===== src/hdl/vram_pkg.sv =====
// Pixel store definitions

//////////////////////////////////////////////////////////////////////////////
// pixel format and store geometry
//////////////////////////////////////////////////////////////////////////////

package vram_pkg;

   typedef struct packed {
      logic [7:0] r;                     // high byte
      logic [7:0] g;
      logic [7:0] b;
   } pixel_t;

   localparam int num_banks  = 3;        // banks and write lanes
   typedef logic [1:0] bank_idx_t;       // bank pointer

   localparam int bank_depth = 64;       // entries per bank
   localparam int used_w     = 7;        // holds 0 .. bank_depth
   localparam int vram_size  = num_banks * bank_depth;
   localparam int max_burst  = 6;        // headroom kept by vram_ready
   localparam int count_w    = 24;       // frame pixel count and queue

   // shown when a visible pixel finds its bank empty
   localparam pixel_t no_vram_pixel = '{r: 8'hFF, g: 8'h00, b: 8'h00};

endpackage


===== src/hdl/vga_ifs.sv =====
// Internal video interfaces

`timescale 1ns/1ps

//////////////////////////////////////////////////////////////////////////////
// one FIFO bank, written by the input side and read by the output side
//////////////////////////////////////////////////////////////////////////////

interface pixel_bank_if;

   logic                        wr;      // push strobe
   vram_pkg::pixel_t            wdata;
   logic                        rd;      // pop strobe
   vram_pkg::pixel_t            q;       // head entry, valid while !empty
   logic                        empty;
   logic [vram_pkg::used_w-1:0] used;    // entries held

   modport writer (output wr, output wdata, input used);
   modport fifo   (input wr, input wdata, input rd, output q, output empty, output used);
   modport reader (output rd, input q, input empty);

endinterface



===== src/hdl/pixel_fifo.sv =====
// First-word-fall-through pixel bank

`timescale 1ns/1ps

module pixel_fifo (
   input  logic        clk_sys,
   input  logic        vga_reset,
   input  logic        vram_reset,
   pixel_bank_if.fifo  bank
);

   vram_pkg::pixel_t                          mem [vram_pkg::bank_depth];
   logic [$clog2(vram_pkg::bank_depth)-1:0]   wptr, rptr;
   logic                                      push, pop, full;

   assign full       = bank.used == vram_pkg::used_w'(vram_pkg::bank_depth);
   assign push       = bank.wr && !full;              // writes to a full bank are lost
   assign pop        = bank.rd && !bank.empty;
   assign bank.empty = bank.used == '0;
   assign bank.q     = mem[rptr];                     // head shows without a read

   always_ff @(posedge clk_sys) begin
      if (vga_reset || vram_reset) begin
         wptr      <= '0;
         rptr      <= '0;
         bank.used <= '0;
      end else begin
         if (push)
            wptr <= wptr + 1;                         // wraps at bank_depth
         if (pop)
            rptr <= rptr + 1;
         case ({push, pop})
            2'b10:   bank.used <= bank.used + 1;
            2'b01:   bank.used <= bank.used - 1;
            default: bank.used <= bank.used;
         endcase
      end
   end

   always_ff @(posedge clk_sys) begin
      if (push)
         mem[wptr] <= bank.wdata;
   end

endmodule


===== src/flat_wrapper.sv =====
// flat-port wrapper written by rule: the top's interface ports become plain ports
module pixel_fifo_flat 
  (clk_sys, vga_reset, vram_reset, bank_wr, bank_wdata, bank_rd, bank_q, bank_empty, bank_used);
  pixel_bank_if bank_i ();
  input  logic clk_sys;
  input  logic vga_reset;
  input  logic vram_reset;
  input wire logic [$bits(bank_i.wr)-1:0] bank_wr;
  input wire logic [$bits(bank_i.wdata)-1:0] bank_wdata;
  input wire logic [$bits(bank_i.rd)-1:0] bank_rd;
  output wire logic [$bits(bank_i.q)-1:0] bank_q;
  output wire logic [$bits(bank_i.empty)-1:0] bank_empty;
  output wire logic [$bits(bank_i.used)-1:0] bank_used;
  assign bank_i.wr = bank_wr;
  assign bank_i.wdata = bank_wdata;
  assign bank_i.rd = bank_rd;
  assign bank_q = bank_i.q;
  assign bank_empty = bank_i.empty;
  assign bank_used = bank_i.used;
  pixel_fifo u_core (.clk_sys(clk_sys), .vga_reset(vga_reset), .vram_reset(vram_reset), .bank(bank_i));
endmodule

===== config.mk =====
export PLATFORM = sky130hd
export DESIGN_NAME = pixel_fifo_flat
export DESIGN_NICKNAME = d
export VERILOG_FILES = /design/src/hdl/vram_pkg.sv /design/src/hdl/vga_ifs.sv /design/src/hdl/pixel_fifo.sv /design/src/flat_wrapper.sv
export SDC_FILE = /design/constraint.sdc
export NUM_CORES = 1
export LEC_CHECK = 0
export ABC_AREA = 0
export ABC_CLOCK_PERIOD_IN_PS = 8690
export BUFFER_PORTS_ARGS = -buffer_cell sky130_fd_sc_hd__buf_2
export CAP_MARGIN = 20
export CORE_UTILIZATION = 30
export DETAILED_ROUTE_END_ITERATION = 10
export PLACE_DENSITY = 0.43
export SYNTH_ARGS = -nofsm -noshare
export SYNTH_HDL_FRONTEND = slang
export SYNTH_SLANG_ARGS = --single-unit

===== constraint.sdc =====
create_clock -name clk_sys -period 8.69 [get_ports clk_sys]
set_clock_uncertainty 0.05 [all_clocks]
set_input_delay 0.4345 -clock clk_sys [delete_from_list [all_inputs] [get_ports clk_sys]]
set_output_delay 0.4345 -clock clk_sys [all_outputs]
set_load 0.01 [all_outputs]

==> summary.txt <==
Setup path
  – WP data arrival: 4.70 ns
  – Crit path cell chain: buf_12, mux4_2, mux2_2, o22ai_1, nor3_1, a211o_1, buf_2
  – CP max FO: 120
  – CP max stage delay: 0.90 ns
  – Buf/Inv on CP: 2
  – Crit path max-delay family: compound AO/OA/AOI/OAI gates
  – WS Path Type: reg2out
  – Reg-to-Reg Start: u_core.bank.used[2]
  – CP Launch Type: flop
  – Worst setup EP type: primary output
  – Slowest-stage cell, CP: dfxtp_4
  – R2r setup slk: ~4.7 ns
  – CP required: approximately 8 ns

STA
  – Final hold viol count: 0
  – Fin Setup TNS: 0 ns
  – RSZ-0062 raised after global routing: no
  – Tmin final: 5.180 ns
  – Worst-margin pin slew: around 1.1 ns
  – Number of setup violations in the final report: 0
  – Max-slew headroom: 25.98%
  – Worst hold slack: 0.09888 ns
  – Highest Clock Rate: 193.1 MHz
  – Max-slew violations: 0
  – Final Cycle Share: 59.61%
  – Final worst slack: between 3 and 4 ns

Placed design
  – Dpl ws: approximately 4.1 ns
  – Hpwl dp: approximately 96,000 um
  – I/O Buffers: 60
  – RD Place Congestion: 0.7490

Floorplanning
  – Row Count: ~160
  – Die width: 448.3 um
  – DIE AREA: 0.2010 mm^2
  – Die Height: 448.3 um
  – Initial Utilization: 30.24%
  – Core area: slightly below 0.2 mm^2
  – IO Pins: 61

Global route
  – Antenna violations before repair: 4
  – Largest net degree at the start of global routing: 145
  – Overall Global Routing Usage: 16.75%
  – Gr ovfl total: 0
  – First-pass GRT wire length: 234,500 um
  – Vias in the first global route: 29,870

Clocking
  – Clk pin slew, worst setup/hold paths: 0.06 ns
  – CTS tree: done
  – Clk buf depth: 3
  – Number of H-tree levels: 4
  – CTS root buf: clkbuf_16
  – Post-cts sizing count: 0
  – Worst-Skew Late Latency: 0.79 ns
  – Sink Count: roughly 1,600
  – Post-CTS Setup Bufs: 0
  – Total CTS buffers: 168
  – Hold Buf Count CTS: 3

Synthesis
  – Cell area after synthesis: 0.05976 mm^2
  – Register area share after synthesis: 78.02%
  – Netlist cell types: 63
  – Most frequent cells after synthesis: edfxtp_1 (1,536), mux4_2 (385), nor2_1 (120), o22ai_1 (92), buf_2 (57)
  – Main synth FF type: edfxtp_1
  – Post-synthesis cell count: 2,670
  – YS warnings: 0
  – Asr flop ratio synth: 0%
  – Register bit count reported by yosys: 1,561
  – Top-count cell post-synth: edfxtp_1
  – Post-synth top area cell: edfxtp_1
  – Area contributors post-synth: edfxtp_1 (77%), mux4_2 (15%), o22ai_1 (0.96%)
  – Area fraction of the dominant cell type after synthesis: a little under 80%
  – Synthesized net count: approximately 2,700
  – Avg Cell Area, Syn: between 20 and 25 um^2
  – Number of enable flip-flop cells after synthesis: about 1,500

Layout
  – Area Growth Syn to Fin: 15.66%
  – Layout cell share with drive strength beyond 1: between 20% and 30%
  – NumNets Final: approximately 2,900
  – Final Util: roughly a third

Pwr
  – Sequential group share of total power: 53.2%
  – Clock share of power: 44.4%
  – P_sw: 0.003170 W
  – Lkg Pwr: 20.62 nW
  – Peak VDD IR: 206.3 uV
  – Internal Power: between 0.01 and 0.015 W
  – Logic gate share of total power: 2.4%
  – Final Power: 0.01559 W
  – Switching share of power: 20.33%
  – Power per Cell Area: 225.5 mW/mm^2

Worst hold path
  – Min-Delay Startpoint: bank_wdata[13]
  – Worst Hold Class: in2reg

Drt
  – Routed vias/inst: about 5.0
  – Residual DRC: 0
  – Routed WL per cell: 29.75 um
  – Routed Antenna Nets: 0
  – Drt pass-1 iters: 7
  – DRC marker count from the first detailed-route iteration: 2,659
  – Via count: about 28,000
  – Final WL: 167,900 um

Status
  – Outcome: finished, final reports clean

Run
  – Total of max-cap violations: 0
worst paths after layout:
kind	endpoint	cells after the start
min reg2reg	flop	2
min	u_core.mem[46][13]	1
max	bank_q[20]	7
max reg2reg	u_core.mem[54][6]	5
sequential cells by signal, summed over array words and instances (netlist names), named ones only:
register / count
u_core.mem: 1536
u_core.bank.used: 7
u_core.rptr: 6
u_core.wptr: 6
routing by layer:
layer	wire length (um)	track usage [%]	vias up
met5	0	0	-
met4	3306	4.128	0
met3	6773	2.405	197
met2	85180	28.68	756
met1	72670	22.37	15680
li1	-	-	11770
kinds of logic after synthesis:
kind of cell	after synthesis	share of synthesized area, %
muxes	450	15.72
DFF	1561	78.02
buffers and inverters	153	1.365
AOI/OAI and AO/OA	217	2.517
and+or+nand+nor	270	2.071
adders and majority gates	5	0.1047
xor gates and xnor gates	14	0.2052
power groups by stage:
| stage | Combinational, W | Clock [W] | Sequential, W |
|---|---|---|---|
| 6_report | 0.000377 | 0.00692 | 0.00829 |
| 5_1_grt | 0.000405 | 0.00735 | 0.00829 |
| 4_1_cts | 0.000385 | 0.00709 | 0.00829 |
| 3_5_place_dp | 0.000383 | 0 | 0.00845 |
| 3_3_place_gp | 0.000371 | 0 | 0.00845 |
| 2_1_floorplan | 0.000168 | 0 | 0.00844 |
cells in the final DEF, fill, tap and decap left out, types with 8 or more instances in the layout:
| master | instances |
|---|---|
| a211o_1 | 15 |
| a21oi_1 | 8 |
| a22oi_1 | 20 |
| buf_12 | 9 |
| buf_2 | 60 |
| buf_4 | 99 |
| bufinv_16 | 13 |
| clkbuf_1 | 43 |
| clkbuf_16 | 171 |
| clkinv_1 | 34 |
| clkinv_2 | 27 |
| dfxtp_1 | 19 |
| edfxtp_1 | 1536 |
| mux2_2 | 33 |
| mux2i_1 | 30 |
| mux4_2 | 385 |
| nand2_1 | 49 |
| nand2b_1 | 13 |
| nand3_1 | 8 |
| nand4_1 | 10 |
| nor2_1 | 55 |
| nor2_2 | 47 |
| nor2_4 | 18 |
| nor3_1 | 31 |
| o21ai_0 | 17 |
| o21ai_1 | 12 |
| o22ai_1 | 92 |
| xor2_1 | 11 |
stage by stage:
stage	cell area (um^2)	cells
global placement	63700	5326
detailed placement	63700	5326
finish	69120	5644
floorplan	59760	2670
global route	69110	5640
CTS	69020	5635
worst register-to-register path: stages (launching register included):
cell and delay (ns):
dfxtp_1 0.53, nor4_1 0.17, a31oi_2 0.71, nand3_1 0.71
nor2_2 0.88, buf_4 0.51
layout make-up:
cell class / instances / area, um^2
tap: 2640 / 3303
antenna: 5 / 12.51
sequential: 1561 / 46640
multi-input combinational: 956 / 12570
fill: 18190 / 128500
clock inverter: 89 / 808.3
clock buffer: 217 / 4482
inverter: 4 / 15.01
timing repair buffer: 172 / 1281
No activity file was read; power rests on OpenSTA's default activity.
