--- src/hdl/video_pkg.sv ---
// Video timing definitions

//////////////////////////////////////////////////////////////////////////////
// widths shared by the timing generator and the top level
//////////////////////////////////////////////////////////////////////////////

package video_pkg;

   // horizontal and vertical counters, h_active and v_active
   localparam int hcnt_w  = 16;

   // front porch, sync and back porch lengths
   localparam int porch_w = 8;

endpackage

--- src/hdl/vga_ifs.sv ---


//////////////////////////////////////////////////////////////////////////////
// blanking state from the timing generator
//////////////////////////////////////////////////////////////////////////////

interface video_timing_if;

   logic de;                             // visible area
   logic hblank;
   logic vblank;
   logic frame_tick;                     // one pixel-enable per frame

   modport producer (output de, output hblank, output vblank, output frame_tick);
   modport consumer (input de, input hblank, input vblank, input frame_tick);

endinterface

--- src/hdl/video_timing.sv ---
// Video timing generator

`timescale 1ns/1ps

module video_timing (
   input  logic                           clk_sys,
   input  logic                           ce_pix,
   input  logic                           vga_reset,
   input  logic [video_pkg::hcnt_w-1:0]   h_active,
   input  logic [video_pkg::porch_w-1:0]  h_front,
   input  logic [video_pkg::porch_w-1:0]  h_sync,
   input  logic [video_pkg::porch_w-1:0]  h_back,
   input  logic [video_pkg::hcnt_w-1:0]   v_active,
   input  logic [video_pkg::porch_w-1:0]  v_front,
   input  logic [video_pkg::porch_w-1:0]  v_sync,
   input  logic [video_pkg::porch_w-1:0]  v_back,
   video_timing_if.producer               vt,
   output logic                           hsync,
   output logic                           vsync,
   output logic [video_pkg::hcnt_w-1:0]   vcount
);

   logic [video_pkg::hcnt_w-1:0] h_cnt, v_cnt, v_next;
   logic [video_pkg::hcnt_w-1:0] hs_start, hs_end, h_total;
   logic [video_pkg::hcnt_w-1:0] vs_start, vs_end, v_total;
   logic                         hb, vb;

   ///////////////////////////////////////////////////////////////////////////
   // modeline boundaries, counted from the start of the visible area
   ///////////////////////////////////////////////////////////////////////////

   assign hs_start = h_active + video_pkg::hcnt_w'(h_front);
   assign hs_end   = hs_start + video_pkg::hcnt_w'(h_sync);
   assign h_total  = hs_end + video_pkg::hcnt_w'(h_back);
   assign vs_start = v_active + video_pkg::hcnt_w'(v_front);
   assign vs_end   = vs_start + video_pkg::hcnt_w'(v_sync);
   assign v_total  = vs_end + video_pkg::hcnt_w'(v_back);

   assign v_next   = (v_cnt >= v_total - 1) ? '0 : v_cnt + 1;

   always_ff @(posedge clk_sys) begin
      if (vga_reset) begin
         h_cnt <= '0;
         v_cnt <= '0;
         hb    <= 1'b1;
         vb    <= 1'b1;
         hsync <= 1'b1;                               // inactive
         vsync <= 1'b1;
      end else if (ce_pix) begin
         h_cnt <= (h_cnt >= h_total - 1) ? '0 : h_cnt + 1;
         hb    <= h_cnt >= h_active;                  // one pixel-enable behind h_cnt
         hsync <= !(h_cnt >= hs_start && h_cnt < hs_end);

         // lines change at the start of hsync
         if (h_cnt == hs_start) begin
            v_cnt <= v_next;
            vb    <= v_next >= v_active;
            vsync <= !(v_next >= vs_start && v_next < vs_end);
         end
      end
   end

   assign vt.de         = !(hb || vb);
   assign vt.hblank     = hb;
   assign vt.vblank     = vb;
   assign vt.frame_tick = (h_cnt == hs_start) && (v_cnt == '0);   // hsync start of line 0
   assign vcount        = v_cnt;

endmodule

--- src/flat_wrapper.sv ---
// flat-port wrapper written by rule: the top's interface ports become plain ports
module video_timing_flat 
  (clk_sys, ce_pix, vga_reset, h_active, h_front, h_sync, h_back, v_active, v_front, v_sync, v_back, hsync, vsync, vcount, vt_de, vt_hblank, vt_vblank, vt_frame_tick);
  video_timing_if vt_i ();
  input  logic clk_sys;
  input  logic ce_pix;
  input  logic vga_reset;
  input  logic [video_pkg::hcnt_w-1:0] h_active;
  input  logic [video_pkg::porch_w-1:0] h_front;
  input  logic [video_pkg::porch_w-1:0] h_sync;
  input  logic [video_pkg::porch_w-1:0] h_back;
  input  logic [video_pkg::hcnt_w-1:0] v_active;
  input  logic [video_pkg::porch_w-1:0] v_front;
  input  logic [video_pkg::porch_w-1:0] v_sync;
  input  logic [video_pkg::porch_w-1:0] v_back;
  output logic hsync;
  output logic vsync;
  output logic [video_pkg::hcnt_w-1:0] vcount;
  output wire logic [$bits(vt_i.de)-1:0] vt_de;
  output wire logic [$bits(vt_i.hblank)-1:0] vt_hblank;
  output wire logic [$bits(vt_i.vblank)-1:0] vt_vblank;
  output wire logic [$bits(vt_i.frame_tick)-1:0] vt_frame_tick;
  assign vt_de = vt_i.de;
  assign vt_hblank = vt_i.hblank;
  assign vt_vblank = vt_i.vblank;
  assign vt_frame_tick = vt_i.frame_tick;
  video_timing u_core (.clk_sys(clk_sys), .ce_pix(ce_pix), .vga_reset(vga_reset), .h_active(h_active), .h_front(h_front), .h_sync(h_sync), .h_back(h_back), .v_active(v_active), .v_front(v_front), .v_sync(v_sync), .v_back(v_back), .vt(vt_i), .hsync(hsync), .vsync(vsync), .vcount(vcount));
endmodule
--- config.mk ---
export PLATFORM = sky130hd
export DESIGN_NAME = video_timing_flat
export DESIGN_NICKNAME = d
export VERILOG_FILES = /design/src/hdl/video_pkg.sv /design/src/hdl/vga_ifs.sv /design/src/hdl/video_timing.sv /design/src/flat_wrapper.sv
export SDC_FILE = /design/constraint.sdc
export NUM_CORES = 1
export LEC_CHECK = 0
export ABC_AREA = 1
export BUFFER_PORTS_ARGS = -buffer_cell sky130_fd_sc_hd__buf_2
export CAP_MARGIN = 25
export CORE_AREA = 5 5 137 139
export DETAILED_ROUTE_END_ITERATION = 10
export DIE_AREA = 0 0 142 144
export PLACE_DENSITY = 0.71
export SLEW_MARGIN = 20
export SYNTH_ARGS = -nofsm -noshare
export SYNTH_HDL_FRONTEND = slang
export SYNTH_SLANG_ARGS = --single-unit
--- constraint.sdc ---
create_clock -name clk_sys -period 11.5 [get_ports clk_sys]
set_input_delay 1.725 -clock clk_sys [delete_from_list [all_inputs] [get_ports clk_sys]]
set_output_delay 1.725 -clock clk_sys [all_outputs]
set_load 0.05 [all_outputs]
==> results_dict.tcl <==
set metrics [dict create \
    slew_viol_final 0 \
    drc 0 \
    hold_end "u_core.hsync" \
    start_util_pct 48.4 \
    worst_pin_slew_ps 717 \
    place.gp.congestion 0.948 \
    dp_cells 1628 \
    synth_flop_cell "dfxtp_1" \
    path_class "in2reg" \
    synth-seq-area-share_pct 8.48 \
    min_path_cells 2 \
    powerDensity_mw_per_mm2 108 \
    core_mm2 0.0175 \
    antenna_found_initial 0 \
    drive_gt1_share_pct 11.8 \
    grt_usage_pct 21.7 \
    timing.fmax_mhz 107 \
    dp_slack_ps 1790 \
    synth_cell_types 52 \
    hp-start "u_core.hsync" \
    cts_sinks 36 \
    status "finished, final reports clean" \
    synth_fp_nets 1574 \
    power.share.clock_pct 16.0 \
    path_max_fanout 15 \
    yosys.area.top_type_share_pct 26.8 \
    switching_share_pct 49.4 \
    portBuffers 104 \
    initialDrtViolationCount 430 \
    grt_pass1_wl_um 37200 \
    dr.pass1.iters 5 \
    yosysTopAreaCell "ha_1" \
    area_growth_pct 11.2 \
    ir_drop_v 0.0000922 \
    gr-total-overflow 0 \
    arrival_ps 9520 \
    rrSetupSlack_ps 6830 \
    synth.avg_cell_area_um2 6.52 \
    io_pins 105 \
    crit_required_ps 11670 \
    cts_max_level 2 \
    clk_latency_ps 280 \
    rr_startpoint "u_core.vcount[0]" \
    totalPowerFinal_mw 1.02 \
    synth_edf_count 0 \
    ys_warn_count 0 \
    leakage_nw 5.42 \
    dpl_cell_area_mm2 0.00926 \
    min_period_ps 9350 \
    critPathMaxStageDelay_ps 410 \
    cp-start-kind "input pin" \
    clock_skew_ps 7.72 \
    reg2regPathDepth 27 \
    final_util_pct 53.9 \
    cts_resized 0 \
    grt_pass1_vias 8365 \
    worst_slack_ps 2150 \
    synth_area_mm2 0.00849 \
    clock-root-buffer "clkbuf_16" \
    synthCells 1303 \
    clk_pin_slew_worst_paths_ps 50 \
    p_int_mw 0.519 \
    cts_hold_buf 0 \
    seq_power_share_pct 12.4 \
    finalSetupTns_ps 0 \
    drv_cap 0 \
    hpwl_um 19100 \
    die_area_mm2 0.0204 \
    cp_common_cell "nand2_1" \
    cts_made_buffers 5 \
    antenna_left 0 \
    cts_tree "built" \
    wl_per_cell_um 13.4 \
    async_reset_ff_share_pct 0 \
    slew-limit-headroom_pct 52.2 \
    diodes 0 \
    cts_setup_buffers 0 \
    synth_seq_cells 36 \
    routed_wl_um 21900 \
    viasPerCell 5.18 \
    hold_viol 0 \
    chipWidth_um 142 \
    via_count 8469 \
    rsz0062_at_grt "no" \
    p_sw_mw 0.506 \
    layout.cells.non_filler 1636 \
    cts_buffer_depth 2 \
    finalSetupViolCount 0 \
    die_h_um 144 \
    hold_class "reg2reg" \
    regToRegEndpoint "u_core.vt.vblank" \
    final_nets 1677 \
    fin_crit_sh_pct 81.3 \
    end_kind "register" \
    yosys-top-cells-area "ha_1 27%, nand2_1 12%, inv_1 10%" \
    holdWs_ps 481 \
    final_cell_area_mm2 0.00945 \
    rows 49 \
    combPwrFrac_pct 71.6 \
    cp_slowest_cell "fa_1" \
    grt_max_degree 35 \
]
==> cells by family after synthesis <==
logic type | count (synthesis) | share of synthesized area (%)
simple gates | 530 | 27.7
buf+inv | 254 | 11.4
compound gates | 203 | 14.1
flops | 36 | 8.48
xor+xnor | 92 | 10.1
fa+ha+maj | 188 | 28.2
==> final cells by class <==
| cell class | instances | area, um^2 |
|---|---|---|
| Fill cell | 1836 | 8090 |
| Tap cell | 229 | 287 |
| Timing Repair Buffer | 104 | 520 |
| Sequential cell | 36 | 721 |
| Multi-Input combinational cell | 1013 | 6820 |
| Inverter | 246 | 923 |
| Clock inverter | 1 | 30.0 |
| Clock buffer | 7 | 153 |
==> routing by layer <==
metal,up-vias,routed length [um],share of wire [%],global-route usage [%]
met2,144,10900,50,41.0
met5,-,0,0,0
met4,0,788,3.6,7.37
met1,3777,9470,43,25.4
met3,46,702,3.2,2.22
li1,4502,-,-,-
==> synthesized netlist by cell type, types with 6 or more instances <==
master	number
nand2_1	269
inv_1	230
ha_1	182
nor2_1	94
a21oi_1	93
nand3_1	81
xor2_1	64
o21ai_0	47
dfxtp_1	36
nand4_1	29
xnor2_1	22
nor3_1	16
inv_2	15
o21a_1	15
a211oi_1	13
nor4_1	7
o21bai_1	7
fa_1	6
nand2_2	6
or2_2	6
==> worst max path at each step <==
stage | start | endpoint | cells past startpoint
after global placement | v_active[0] | u_core.vt.vblank | 44
final | v_active[0] | u_core.vt.vblank | 44
after CTS | v_active[0] | u_core.vt.vblank | 44
after global routing | v_active[0] | u_core.vt.vblank | 47
after detailed placement | v_active[0] | u_core.vt.vblank | 44
after floorplan | v_active[0] | u_core.vsync | 46
==> layout by cell type (no fill, tap or decap), drive strengths merged, types with 31 or more instances in the layout <==
cell type	count
dfxtp	36
nor2	100
nand4	31
nand2	275
o21ai	48
ha	182
buf	104
inv	245
a21oi	94
nand3	86
xor2	68
==> state kept, by name (all words and copies together) (netlist names) <==
signal,flops
u_core.h_cnt,16
u_core.hsync,1
u_core.vcount,16
u_core.vsync,1
u_core.vt.hblank,1
u_core.vt.vblank,1
==> power by group through the flow <==
stage	clock network, mW	logic [mW]	registers [mW]
floorplan	0	0.570	0.131
global placement	0	0.714	0.130
detailed placement	0	0.728	0.130
CTS	0.166	0.733	0.127
global route	0.173	0.853	0.127
finish	0.164	0.733	0.127
==> worst max-delay path, delay by kind of cell <==
kind / cells / cell delay (ps)
AOI/OAI and AO/OA: 13 / 2230
buffers and inverters: 4 / 310
and+or+nand+nor: 18 / 2800
adders and majority gates: 6 / 1970
xor gates and xnor gates: 3 / 490
Note: power is estimated with default switching activity, not from simulation.
